==> config.mk <==
export PLATFORM = sky130hd
export DESIGN_NAME = trig_decision
export DESIGN_NICKNAME = d
export VERILOG_FILES = /design/src/logic/trig_word_pkg.sv /design/src/logic/trig_event_pkg.sv /design/src/logic/trig_decision.sv
export SDC_FILE = /design/constraint.sdc
export NUM_CORES = 1
export LEC_CHECK = 0
export BUFFER_PORTS_ARGS = -buffer_cell sky130_fd_sc_hd__buf_2
export CAP_MARGIN = 15
export CORE_MARGIN = 2
export CORE_UTILIZATION = 26
export CTS_CLUSTER_DIAMETER = 60
export DETAILED_ROUTE_END_ITERATION = 10
export GPL_TIMING_DRIVEN = 0
export HOLD_SLACK_MARGIN = 0.02
export MAX_ROUTING_LAYER = met4
export PLACE_DENSITY_LB_ADDON = 0.25
export SYNTH_ARGS = -nofsm -noshare
export SYNTH_HDL_FRONTEND = slang
export SYNTH_SLANG_ARGS = --single-unit
==> constraint.sdc <==
create_clock -name sysclk_i -period 4.2 [get_ports sysclk_i]
set_clock_uncertainty 0.15 [all_clocks]
set_input_delay 0.63 -clock sysclk_i [delete_from_list [all_inputs] [get_ports sysclk_i]]
set_output_delay 0.63 -clock sysclk_i [all_outputs]
set_load 0.005 [all_outputs]
==> src/logic/trig_word_pkg.sv <==
package trig_word_pkg;

    // time address width
    // 4096 sample slots in the delay memory
    localparam int ADDR_BITS = 12;

    // every trigger channel delivers one 16-bit word per valid
    localparam int WORD_BITS = 16;

    // top bit of the word marks a trigger
    localparam int FLAG_BIT = 15;

    // address field starts at bit 2
    // the two bits below it carry nothing useful
    localparam int ADDR_LSB = 2;

    // sample-time address, also the delay memory index
    typedef logic [ADDR_BITS-1:0] taddr_t;

    // raw word as it arrives from a trigger channel
    // [15] flag, [13:2] address, [1:0] ignored
    typedef logic [WORD_BITS-1:0] chan_word_t;

endpackage
==> src/logic/trig_event_pkg.sv <==
package trig_event_pkg;

    // latency, offset, holdoff and prescale all share this width
    localparam int CFG_BITS = 16;

    typedef logic [CFG_BITS-1:0] cfg_t;

    // upper bound on the channel count
    // the event word always reserves this many channel bits
    localparam int MAX_CHAN = 8;

    // event = offset address on top, channel bits below
    localparam int EVENT_BITS = trig_word_pkg::ADDR_BITS + MAX_CHAN;

    // [EVENT_BITS-1:MAX_CHAN] address minus offset
    // [MAX_CHAN-1:0] channel bits, unused channels read as zero
    typedef logic [EVENT_BITS-1:0] event_t;

endpackage

==> src/logic/trig_decision.sv <==
`timescale 1ns/1ps

module trig_decision #(
    parameter int NCHAN = 8
) (
    input  logic                    sysclk_i,
    input  logic                    runrst_i,
    input  logic                    rd_valid_i,
    input  trig_word_pkg::taddr_t   rd_addr_i,
    input  logic [NCHAN-1:0]        rd_bits_i,
    input  trig_event_pkg::cfg_t    offset_i,
    input  trig_event_pkg::cfg_t    holdoff_i,
    input  trig_event_pkg::cfg_t    prescale_i,
    input  logic                    photo_en_i,
    output logic                    push_o,
    output trig_event_pkg::event_t  event_o,
    output logic                    photoshutter_o
);

    trig_event_pkg::cfg_t                   hold_cnt_q;
    trig_event_pkg::cfg_t                   pre_cnt_q;
    logic                                   accept;
    logic                                   push_q;
    logic                                   photo_q;
    trig_event_pkg::event_t                 event_q;
    logic [trig_event_pkg::MAX_CHAN-1:0]    chan_bits;

    // any channel bit in the slot is a trigger, unless holdoff is running
    assign accept = rd_valid_i && (|rd_bits_i) && (hold_cnt_q == '0);

    // pad the channel bits up to the fixed event field
    always_comb begin
        chan_bits            = '0;
        chan_bits[NCHAN-1:0] = rd_bits_i;
    end

    always_ff @(posedge sysclk_i) begin
        if (runrst_i) begin
            hold_cnt_q <= '0;
            push_q     <= 1'b0;
            photo_q    <= 1'b0;
            pre_cnt_q  <= prescale_i;
        end else begin
            // holdoff blocks the next holdoff cycles after an accept
            if (accept) begin
                hold_cnt_q <= holdoff_i;
            end else if (hold_cnt_q != '0) begin
                hold_cnt_q <= hold_cnt_q - 1'b1;
            end
            push_q <= accept;
            // prescaler steps on each push, fires at zero and reloads
            photo_q <= 1'b0;
            if (!photo_en_i) begin
                pre_cnt_q <= prescale_i;
            end else if (push_q) begin
                if (pre_cnt_q == '0) begin
                    photo_q   <= 1'b1;
                    pre_cnt_q <= prescale_i;
                end else begin
                    pre_cnt_q <= pre_cnt_q - 1'b1;
                end
            end
        end
    end

    // event payload, qualified by push
    always_ff @(posedge sysclk_i) begin
        if (accept) begin
            event_q <= {rd_addr_i - offset_i[trig_word_pkg::ADDR_BITS-1:0], chan_bits};
        end
    end

    assign push_o         = push_q;
    assign event_o        = event_q;
    assign photoshutter_o = photo_q;

endmodule

==> results by group, run 1 <==
Place
  – GP Congestion: 0.8680
  – Post-DP HPWL: 5631 microns
  – Pre-CTS WS: 1423 ps
  – IO Port Bufs: 88

Drt
  – Via density: 4.644
  – Vias: 2540
  – Drt total wl: 7382 microns
  – Routed Antenna Nets: 0
  – Drc violations: 4
  – Routed len/inst: 13.50 microns
  – DR iter-0 viols: 121
  – DRT Pass-1 Iters: 7

Synthesis
  – Seq/Total Area, Yosys: 46.68%
  – Synth warn: 0
  – Multiplexer share of the synthesized area: 0%
  – Ys async rst share: 0%
  – Flops & latches, synth: 54
  – Fraction of the mapped netlist area in adder cells: 6.726%
  – Post-synth EDFFs: 36
  – Syn Inst Count: 307
  – Top post-synthesis cells by area: edfxtp_1, dfxtp_1, ha_1, xnor2_1, o21ai_0
  – Synth cell types: 52
  – Post-Syn Area: 0.003088 sq mm
  – Mapped Nets: 395
  – Xor/xnor share of the synthesized area: 7.374%
  – Post-synth top flop: edfxtp_1
  – Post-synthesis compound-gate area fraction: 16.21%
  – Yosys top cell by area: edfxtp_1
  – Synth Area in Simple Gates: 18.64%
  – Synth Area per Inst: 10.06 sq um
  – Largest family of logic cells by synthesized area: simple AND/OR/NAND/NOR gates
  – Area share of the largest cell type after synthesis: 35.01%

STA
  – Fmax: 408.6 MHz
  – Worst Tran Pin Value: 828.4 ps
  – Final hold violations: 0
  – Setup Viol. Count Final: 0
  – Fin crit share: 58.27%
  – Post-Route Setup TNS: 0 ps
  – Final period demand of the worst path: 2447 ps
  – Max-slew violation count: 0
  – RSZ-0062 raised after global routing: no
  – Max-slew headroom: 44.77%
  – Setup WS post-layout: 1753 ps
  – Hold WS: 347.6 ps

Power
  – Net Switching: 662.0 uW
  – Leak: 1.573 nW
  – VDD IR max: 0.0001752 V
  – Logic pwr share: 36.6%
  – Clock Power Share: 21.6%
  – Pint: 1.245 mW
  – Flop pwr share: 41.8%
  – Sw Ratio: 34.72%
  – P per Cell Area: 493.2 mW/mm^2

Critical path
  – R2R cell count: 5
  – R2r endpoint: pre_cnt_q[4]
  – Critical Path Fanout Max: 10
  – WS Path Type: flop to flop
  – Startpoint Class: flop
  – CP required: 4090 ps
  – Reg-to-reg startpoint: pre_cnt_q[9]
  – Crit. End Element: flop
  – Worst Path Arrival: 2340 ps
  – Reg2Reg Setup Slack: 1750 ps

Min path
  – Worst hold start: push_o
  – Hold crit path type: flop to flop
  – Worst Hold End: photoshutter_o
  – WHS Path Cells: 1

Layout
  – Proportion of layout cells with a drive suffix above 1: 27.97%
  – Diodes inserted: 0
  – Area Overhead vs Synth: 25.20%
  – Commonest non-fill, non-tap cell in the layout: buf_2
  – Register area: 0.001441 sq mm
  – Fill count: 1200
  – Commonest non-fill, non-tap cells in the layout: buf_2, edfxtp_1, nand2_1, o21ai_0, a21oi_1
  – Multi-input logic area: 0.001514 sq mm
  – # nets final: 491

Floorplan
  – Overall die width: 113.0 microns
  – Area of the die: 0.01276 sq mm
  – Initial Util: 26.81%
  – Die Ht: 113.0 microns
  – Ports: 94
  – Core area: 0.01152 sq mm
  – Std-Cell Rows: 39

Clock network
  – Htree depth: 2
  – Post-CTS setup buffer count: 0
  – CTS Hold Buffers Added: 0
  – Clock Path Buffers: 2
  – Clk sinks: 54
  – Insertion delay to the later sink of the worst-skew pair: 290 ps
  – Clock transition at path regs: 70 ps
  – Post_cts resized: 0
  – CTS tree: yes
  – Root Buffer: clkbuf_16
  – Num CTS Buffers: 5

Outcome
  – Failing checks: design-rule violations
  – Outcome: finished with violations

GRT
  – Vias in the first global route: 2453
  – Initial antenna violation count: 0
  – Total congestion overflow: 0
  – Largest net degree at the start of global routing: 21
  – Total GRT Usage: 11.91%
  – First-pass GRT wire length: 11810 microns

Flow run
  – Max Cap Violations: 0
[how the worst max path moves through the flow]
| stage | from | endpoint | depth (start not counted) |
|---|---|---|---|
| after floorplan | hold_cnt_q[0] | event_o[0] | 6 |
| after global placement | hold_cnt_q[0] | event_o[1] | 6 |
| after detailed placement | rd_bits_i[1] | hold_cnt_q[2] | 6 |
| after CTS | rd_bits_i[1] | hold_cnt_q[2] | 6 |
| after global routing | rd_bits_i[1] | hold_cnt_q[5] | 6 |
| final | pre_cnt_q[9] | pre_cnt_q[4] | 5 |
[flip-flops by register name (all words and copies together) (netlist names)]
signal	count
pre_cnt_q	16
event_o	20
push_o	1
photoshutter_o	1
hold_cnt_q	16
[synth_stat cells (2+ instances only)]
library cell and instances:
nor3b_1 2, clkbuf_1 2, nand2_1 29, a221oi_1 2
a211oi_1 14, or3_2 2, nand3_1 6, buf_6 3
ha_1 15, a21o_1 3, xor2_1 7, o211ai_1 2
edfxtp_1 36, nand2b_1 6, or4_1 2, nor3_1 12
nor2b_1 6, inv_1 18, o21ai_0 22, a21oi_1 21
nand4_1 2, or4_4 2, or3_4 2, a311oi_1 3
nor2_1 18, xnor2_1 19, or3_1 3, nor4_1 7
dfxtp_1 18
[per-stage QoR]
step	area, sq um	util (%)	std cells	power (mW)
2_1_floorplan	3088	-	307	1.316
3_3_place_gp	3707	32.19	538	1.485
3_5_place_dp	3725	32.34	539	1.504
4_1_cts	3866	33.57	547	1.928
5_1_grt	3866	33.57	547	2.049
6_report	3866	33.57	547	1.907
[logic make-up (layout without fill, tap and decap cells)]
family,Yosys count,in the layout
DFF,54,54
and+or+nand+nor,108,108
AOI/OAI and AO/OA,77,77
xor gates and xnor gates,26,26
buffers and inverters,26,123
adders and majority gates,16,16
[worst max-delay path, stage by stage, from the launching register on]
cell and delay [ps]:
edfxtp_1 420, or3_1 400, or3_4 380, o41ai_4 460, buf_4 260, o21ai_0 110
[power groups by stage]
| stage | combinational [mW] | clock (mW) | sequential (mW) |
|---|---|---|---|
| after floorplan | 0.531 | 0 | 0.785 |
| after global placement | 0.679 | 0 | 0.806 |
| after detailed placement | 0.698 | 0 | 0.807 |
| after CTS | 0.702 | 0.428 | 0.798 |
| after global routing | 0.791 | 0.444 | 0.813 |
| final | 0.698 | 0.411 | 0.797 |
[per-layer routing]
metal  routed length, microns  GRT usage [%]
met1                     3518          15.61
met2                     3406          18.35
met3                      404          2.678
met4                       53          3.902
met5                        0              -
[final cells by class]
type	instances	share of cell area (%)
clock inverters	3	0.4207
flip-flops and latches	54	37.28
repair buffers	89	11.78
well taps	143	4.628
inverters	18	1.748
plain buffers	8	1.748
multi-input cells	227	39.16
clock buffers	5	3.236
No activity file was read; power rests on OpenSTA's default activity.
==> run 2, diff against run 1 <==
==> constraint.sdc (replaced) <==
create_clock -name sysclk_i -period 2.4 [get_ports sysclk_i]
set_clock_uncertainty 0.15 [all_clocks]
set_input_delay 0.36 -clock sysclk_i [delete_from_list [all_inputs] [get_ports sysclk_i]]
set_output_delay 0.36 -clock sysclk_i [all_outputs]
set_load 0.005 [all_outputs]
==> results by group, run 2 (synthesis results as in run 1) <==
Floorplan
  – Std-Cell Rows: 39 (unchanged)
  – Overall die width: 113.0 microns (unchanged)
  – Die Ht: 113.0 microns (unchanged)
  – Core area: 0.01152 sq mm (unchanged)
  – Initial Util: 26.81% (unchanged)
  – Area of the die: 0.01276 sq mm (unchanged)
  – Ports: 94 (unchanged)

GRT
  – Total congestion overflow: 0 (unchanged)
  – Total GRT Usage: 12.20% (was 11.91%)
  – Largest net degree at the start of global routing: 17 (was 21)
  – First-pass GRT wire length: 12080 microns (was 11810 microns)
  – Vias in the first global route: 2526 (was 2453)
  – Initial antenna violation count: 1 (was 0)

Clock network
  – Clk sinks: 54 (unchanged)
  – Clock transition at path regs: 80 ps (was 70 ps)
  – Htree depth: 2 (unchanged)
  – Num CTS Buffers: 5 (unchanged)
  – Root Buffer: clkbuf_16 (unchanged)
  – Clock Path Buffers: 2 (unchanged)
  – Insertion delay to the later sink of the worst-skew pair: 300 ps (was 290 ps)
  – CTS tree: yes (unchanged)

Outcome
  – Failing checks: design-rule violations (unchanged)
  – Outcome: finished with violations (unchanged)

Drt
  – Vias: 2628 (was 2540)
  – Drt total wl: 7754 microns (was 7382 microns)
  – Via density: 4.735 (was 4.644)
  – Routed len/inst: 13.97 microns (was 13.50 microns)
  – DR iter-0 viols: 123 (was 121)
  – Drc violations: 5 (was 4)
  – Routed Antenna Nets: 0 (unchanged)
  – DRT Pass-1 Iters: 7 (unchanged)

STA
  – Final hold violations: 0 (unchanged)
  – Fmax: 423.6 MHz (was 408.6 MHz)
  – Worst Tran Pin Value: 810.7 ps (was 828.4 ps)
  – Max-slew violation count: 0 (unchanged)
  – Fin crit share: 98.37% (was 58.27%)
  – Max-slew headroom: 45.95% (was 44.77%)
  – Hold WS: 105.0 ps (was 347.6 ps)
  – Setup Viol. Count Final: 0 (unchanged)
  – Final period demand of the worst path: 2361 ps (was 2447 ps)

Critical path
  – Crit-path most repeated cell: or3_4
  – Worst path cell trace: or3_4, or3_4, o41ai_4, buf_4, a21oi_1, a21o_1 (was or3_1, or3_4, o41ai_4, buf_4, o21ai_0)
  – R2R cell count: 6 (was 5)
  – Startpoint Class: flop (unchanged)
  – Critical Path Fanout Max: 4 (was 10)
  – Peak per-stage delay on the critical path: 440 ps (was 460 ps)
  – Worst Path Arrival: 2270 ps (was 2340 ps)
  – Crit. End Element: flop (unchanged)
  – CP required: 2310 ps (was 4090 ps)
  – Crit-path slowest cell: edfxtp_1 (was o41ai_4)
  – WS Path Type: flop to flop (unchanged)

Layout
  – Area Overhead vs Synth: 29.94% (was 25.20%)
  – Commonest non-fill, non-tap cells in the layout: buf_2, edfxtp_1, nand2_1, a21oi_1, o21ai_0 (was buf_2, edfxtp_1, nand2_1, o21ai_0, a21oi_1)
  – Proportion of layout cells with a drive suffix above 1: 31.63% (was 27.97%)
  – # nets final: 498 (was 491)
  – Commonest non-fill, non-tap cell in the layout: buf_2 (unchanged)
  – Finished Layout Cells: 555 (was 547)
  – Util after Layout: 34.84% (was 33.57%)
  – Max reg flops: 20 (unchanged)

Min path
  – Hold crit path type: primary input to flop (was flop to flop)
  – WHS Path Cells: 1 (unchanged)

Flow run
  – Max Cap Violations: 0 (unchanged)

Power
  – Sw Ratio: 35.30% (was 34.72%)
  – Logic pwr share: 38.2% (was 36.6%)
  – Leak: 1.623 nW (was 1.573 nW)
  – Pint: 2.245 mW (was 1.245 mW)
  – VDD IR max: 0.0003175 V (was 0.0001752 V)
  – Flop pwr share: 41.0% (was 41.8%)
  – P per Cell Area: 864.7 mW/mm^2 (was 493.2 mW/mm^2)
  – Net Switching: 1.225 mW (was 662.0 uW)
  – Clock Power Share: 20.8% (was 21.6%)

Place
  – IO Port Bufs: 88 (unchanged)
  – Placed insts: 538 (was 539)
  – GP Congestion: 0.8521 (was 0.8680)
  – Post-DP HPWL: 5682 microns (was 5631 microns)
run 2: worst paths after layout:
kind	endpoint	startpoint	slack (ps)
hold reg to reg	hold_cnt_q[0]	hold_cnt_q[0]	340
setup / recovery	pre_cnt_q[7]	pre_cnt_q[9]	40
hold / removal	event_o[6]	rd_bits_i[6]	110
setup reg to reg	pre_cnt_q[7]	pre_cnt_q[9]	40
run 2: final cells by class:
type / count / area, sq um
multi-input cells: 228 / 1585
fillers: 1186 / 7503
inverters: 18 / 67.56
plain buffers: 8 / 72.57
well taps: 143 / 178.9
clock inverters: 1 / 7.507
diodes: 1 / 2.502
flip-flops and latches: 54 / 1443
clock buffers: 7 / 132.6
repair buffers: 95 / 523.0
run 2: power by group through the flow:
stage	sequential (mW)	combinational (mW)	clock, mW
after floorplan	1.37	0.931	0
after global placement	1.41	1.19	0
after detailed placement	1.41	1.21	0
after CTS	1.39	1.26	0.746
after global routing	1.45	1.50	0.778
final	1.42	1.32	0.723
run 2: per-layer routing:
metal	GRT usage [%]	routed length (microns)	vias up
li1	-	-	1341
met1	15.17	3498	1202
met2	18.76	3549	77
met3	3.803	578	8
met4	4.472	127	0
met5	-	0	-
run 2: critical path, delay by kind of cell, from the launching register on:
kind	cells	cell delay, ps
AOI/OAI and AO/OA	3	570
buffers and inverters	1	210
DFF	1	440
and+or+nand+nor	2	760
run 2: repair_timing:
item / in CTS / in global routing
pin swaps: 2 / 1
setup endpoints to repair: 30 / 45
cloned: 1 / 1
hold buffers: 0 / 0
gates resized for setup: 5 / 11
buffers inserted: 1 / 5
run 2: through the flow:
step                      setup TNS [ps]  setup WS [ps]  cell area (sq um)  power (mW)
after global routing              -99.53         -28.11               4013       3.730
after floorplan                        0          11.85               3090       2.305
after global placement             -9170         -451.2               3710       2.600
after detailed placement          -10630         -513.9               3710       2.621
after CTS                              0          30.87               3894       3.397
final                                  0          39.10               4013       3.470
==> run 3, diff against run 2 <==
--- a/config.mk
+++ b/config.mk
@@ -15,6 +15,7 @@
 export HOLD_SLACK_MARGIN = 0.02
 export MAX_ROUTING_LAYER = met4
 export PLACE_DENSITY_LB_ADDON = 0.25
+export REMOVE_ABC_BUFFERS = 1
 export SYNTH_ARGS = -nofsm -noshare
 export SYNTH_HDL_FRONTEND = slang
 export SYNTH_SLANG_ARGS = --single-unit
==> results by group, run 3 (synthesis results as in run 1) <==
STA
  – Post-Route Setup TNS: 0 ps (unchanged)
  – RSZ-0062 raised after global routing: yes
  – Max-slew headroom: 46.09% (was 45.95%)
  – Max-slew violation count: 0 (unchanged)
  – Fmax: 432.5 MHz (was 423.6 MHz)
  – Setup WS post-layout: 88.02 ps (was 39.10 ps)
  – Final hold violations: 0 (unchanged)
  – Fin crit share: 96.33% (was 98.37%)
  – Setup Viol. Count Final: 0 (unchanged)
  – Worst Tran Pin Value: 808.6 ps (was 810.7 ps)
  – Hold WS: 118.0 ps (was 105.0 ps)
  – Final period demand of the worst path: 2312 ps (was 2361 ps)

Critical path
  – Reg-to-reg startpoint: pre_cnt_q[10] (was pre_cnt_q[9])
  – WS Path Type: flop to flop (unchanged)
  – Worst Setup SP: pre_cnt_q[10] (was pre_cnt_q[9])
  – Startpoint Class: flop (unchanged)
  – CP required: 2300 ps (was 2310 ps)
  – Crit. End Element: flop (unchanged)
  – R2R cell count: 6 (unchanged)
  – Critical Path Fanout Max: 22 (was 4)
  – Worst setup path end: pre_cnt_q[7] (unchanged)
  – Crit-path slowest cell: or3_1 (was edfxtp_1)
  – Reg2Reg Setup Slack: 90 ps (was 40 ps)
  – Worst Path Arrival: 2220 ps (was 2270 ps)
  – Worst path cell trace: or3_1, or3_4, o41ai_4, buf_8, a21oi_1, a21o_1 (was or3_4, or3_4, o41ai_4, buf_4, a21oi_1, a21o_1)
  – R2r endpoint: pre_cnt_q[7] (unchanged)
  – Peak per-stage delay on the critical path: 430 ps (was 440 ps)

Drt
  – Routed Antenna Nets: 0 (unchanged)
  – Routed len/inst: 13.35 microns (was 13.97 microns)
  – Vias: 2577 (was 2628)
  – Via density: 4.737 (was 4.735)
  – Drt total wl: 7260 microns (was 7754 microns)
  – DR iter-0 viols: 79 (was 123)
  – Drc violations: 6 (was 5)
  – DRT Pass-1 Iters: 7 (unchanged)

Clock network
  – Num CTS Buffers: 5 (unchanged)
  – Htree depth: 2 (unchanged)
  – Insertion delay to the later sink of the worst-skew pair: 290 ps (was 300 ps)
  – CTS Hold Buffers Added: 0 (unchanged)
  – Clock Path Buffers: 2 (unchanged)
  – Clock transition at path regs: 70 ps (was 80 ps)
  – CTS tree: yes (unchanged)
  – Root Buffer: clkbuf_16 (unchanged)
  – Clk sinks: 54 (unchanged)

Floorplan
  – Core area: 0.01152 sq mm (unchanged)
  – Std-Cell Rows: 39 (unchanged)
  – Ports: 94 (unchanged)
  – Die Ht: 113.0 microns (unchanged)
  – Area of the die: 0.01276 sq mm (unchanged)
  – Initial Util: 26.81% (unchanged)
  – Overall die width: 113.0 microns (unchanged)

Power
  – VDD IR max: 0.0003077 V (was 0.0003175 V)
  – P per Cell Area: 883.7 mW/mm^2 (was 864.7 mW/mm^2)
  – Design Power: 3.460 mW (was 3.470 mW)
  – Leak: 1.578 nW (was 1.623 nW)

GRT
  – Vias in the first global route: 2608 (was 2526)
  – Largest net degree at the start of global routing: 23 (was 17)
  – Initial antenna violation count: 0 (was 1)
  – Total GRT Usage: 11.97% (was 12.20%)
  – Total congestion overflow: 0 (unchanged)
  – First-pass GRT wire length: 11880 microns (was 12080 microns)

Layout
  – Diodes inserted: 0 (was 1)
  – Proportion of layout cells with a drive suffix above 1: 30.67% (was 31.63%)
  – # nets final: 488 (was 498)
  – Area Overhead vs Synth: 26.78% (was 29.94%)
  – Max reg flops: 20 (unchanged)
  – Finished Layout Cells: 544 (was 555)
  – Commonest non-fill, non-tap cells in the layout: buf_2, edfxtp_1, nand2_1, o21ai_0, a21oi_1 (was buf_2, edfxtp_1, nand2_1, a21oi_1, o21ai_0)
  – Commonest non-fill, non-tap cell in the layout: buf_2 (unchanged)
  – Fill count: 1192 (was 1186)

Outcome
  – Failing checks: design-rule violations (unchanged)
  – Outcome: finished with violations (unchanged)

Place
  – GP Congestion: 0.8741 (was 0.8521)
  – IO Port Bufs: 89 (was 88)
  – Pre-CTS WS: -299.2 ps (was -513.9 ps)
  – Placed insts: 533 (was 538)
  – Post-DP HPWL: 5534 microns (was 5682 microns)

Flow run
  – Max Cap Violations: 0 (unchanged)

Min path
  – Hold crit path type: primary input to flop (unchanged)
[run 3: worst min-delay path by stage]
stage	startpoint	cells past startpoint	endpoint	slack, ps
6_report	rd_bits_i[4]	1	event_o[4]	120
5_1_grt	rd_bits_i[4]	1	event_o[4]	110
4_1_cts	rd_bits_i[4]	1	event_o[4]	110
3_5_place_dp	push_o	1	photoshutter_o	340
3_3_place_gp	push_o	1	photoshutter_o	340
2_1_floorplan	runrst_i	1	hold_cnt_q[6]	280
[run 3: through the flow]
step                      instance area, sq um  utilization, %
after detailed placement                  3677           31.93
after global routing                      3915           34.00
after CTS                                 3845           33.39
final                                     3915           34.00
after floorplan                           3020               -
after global placement                    3645           31.65
[run 3: timing repair]
item / in CTS / in global routing
cloned: 0 / 0
setup buffers: 3 / 0
pin swaps: 1 / 2
setup endpoints to repair: 42 / 25
gates resized for setup: 1 / 14
endpoints found under the hold margin: 0 / 0
[run 3: cell type report]
type / count / area (sq um) / share of cell area (%)
clock buffers: 7 / 132.6 / 3.388
clock inverters: 1 / 6.256 / 0.1598
inverters: 18 / 67.56 / 1.726
multi-input cells: 227 / 1589 / 40.59
flip-flops and latches: 54 / 1443 / 36.85
well taps: 143 / 178.9 / 4.570
repair buffers: 94 / 498.0 / 12.72
[run 3: critical path: cells and delay by family (launching register included)]
kind,cells,cell delay (ps)
buf+inv,1,210
flops,1,400
simple gates,2,810
compound gates,3,490
[run 3: per-layer routing]
layer	vias to the layer above	share of wire, %	track usage [%]
met5	-	0	-
met1	1161	46	14.36
met3	15	6.3	2.785
met4	0	2.6	4.959
li1	1317	-	-
met2	84	45	19.44
[run 3: power breakdown]
group	leakage, nW	switching [mW]	total, mW	internal, mW
sequential	0.494	0.193	1.41	1.22
clock	0.0684	0.325	0.714	0.389
combinational	1.02	0.698	1.33	0.632
total	1.58	1.22	3.46	2.24
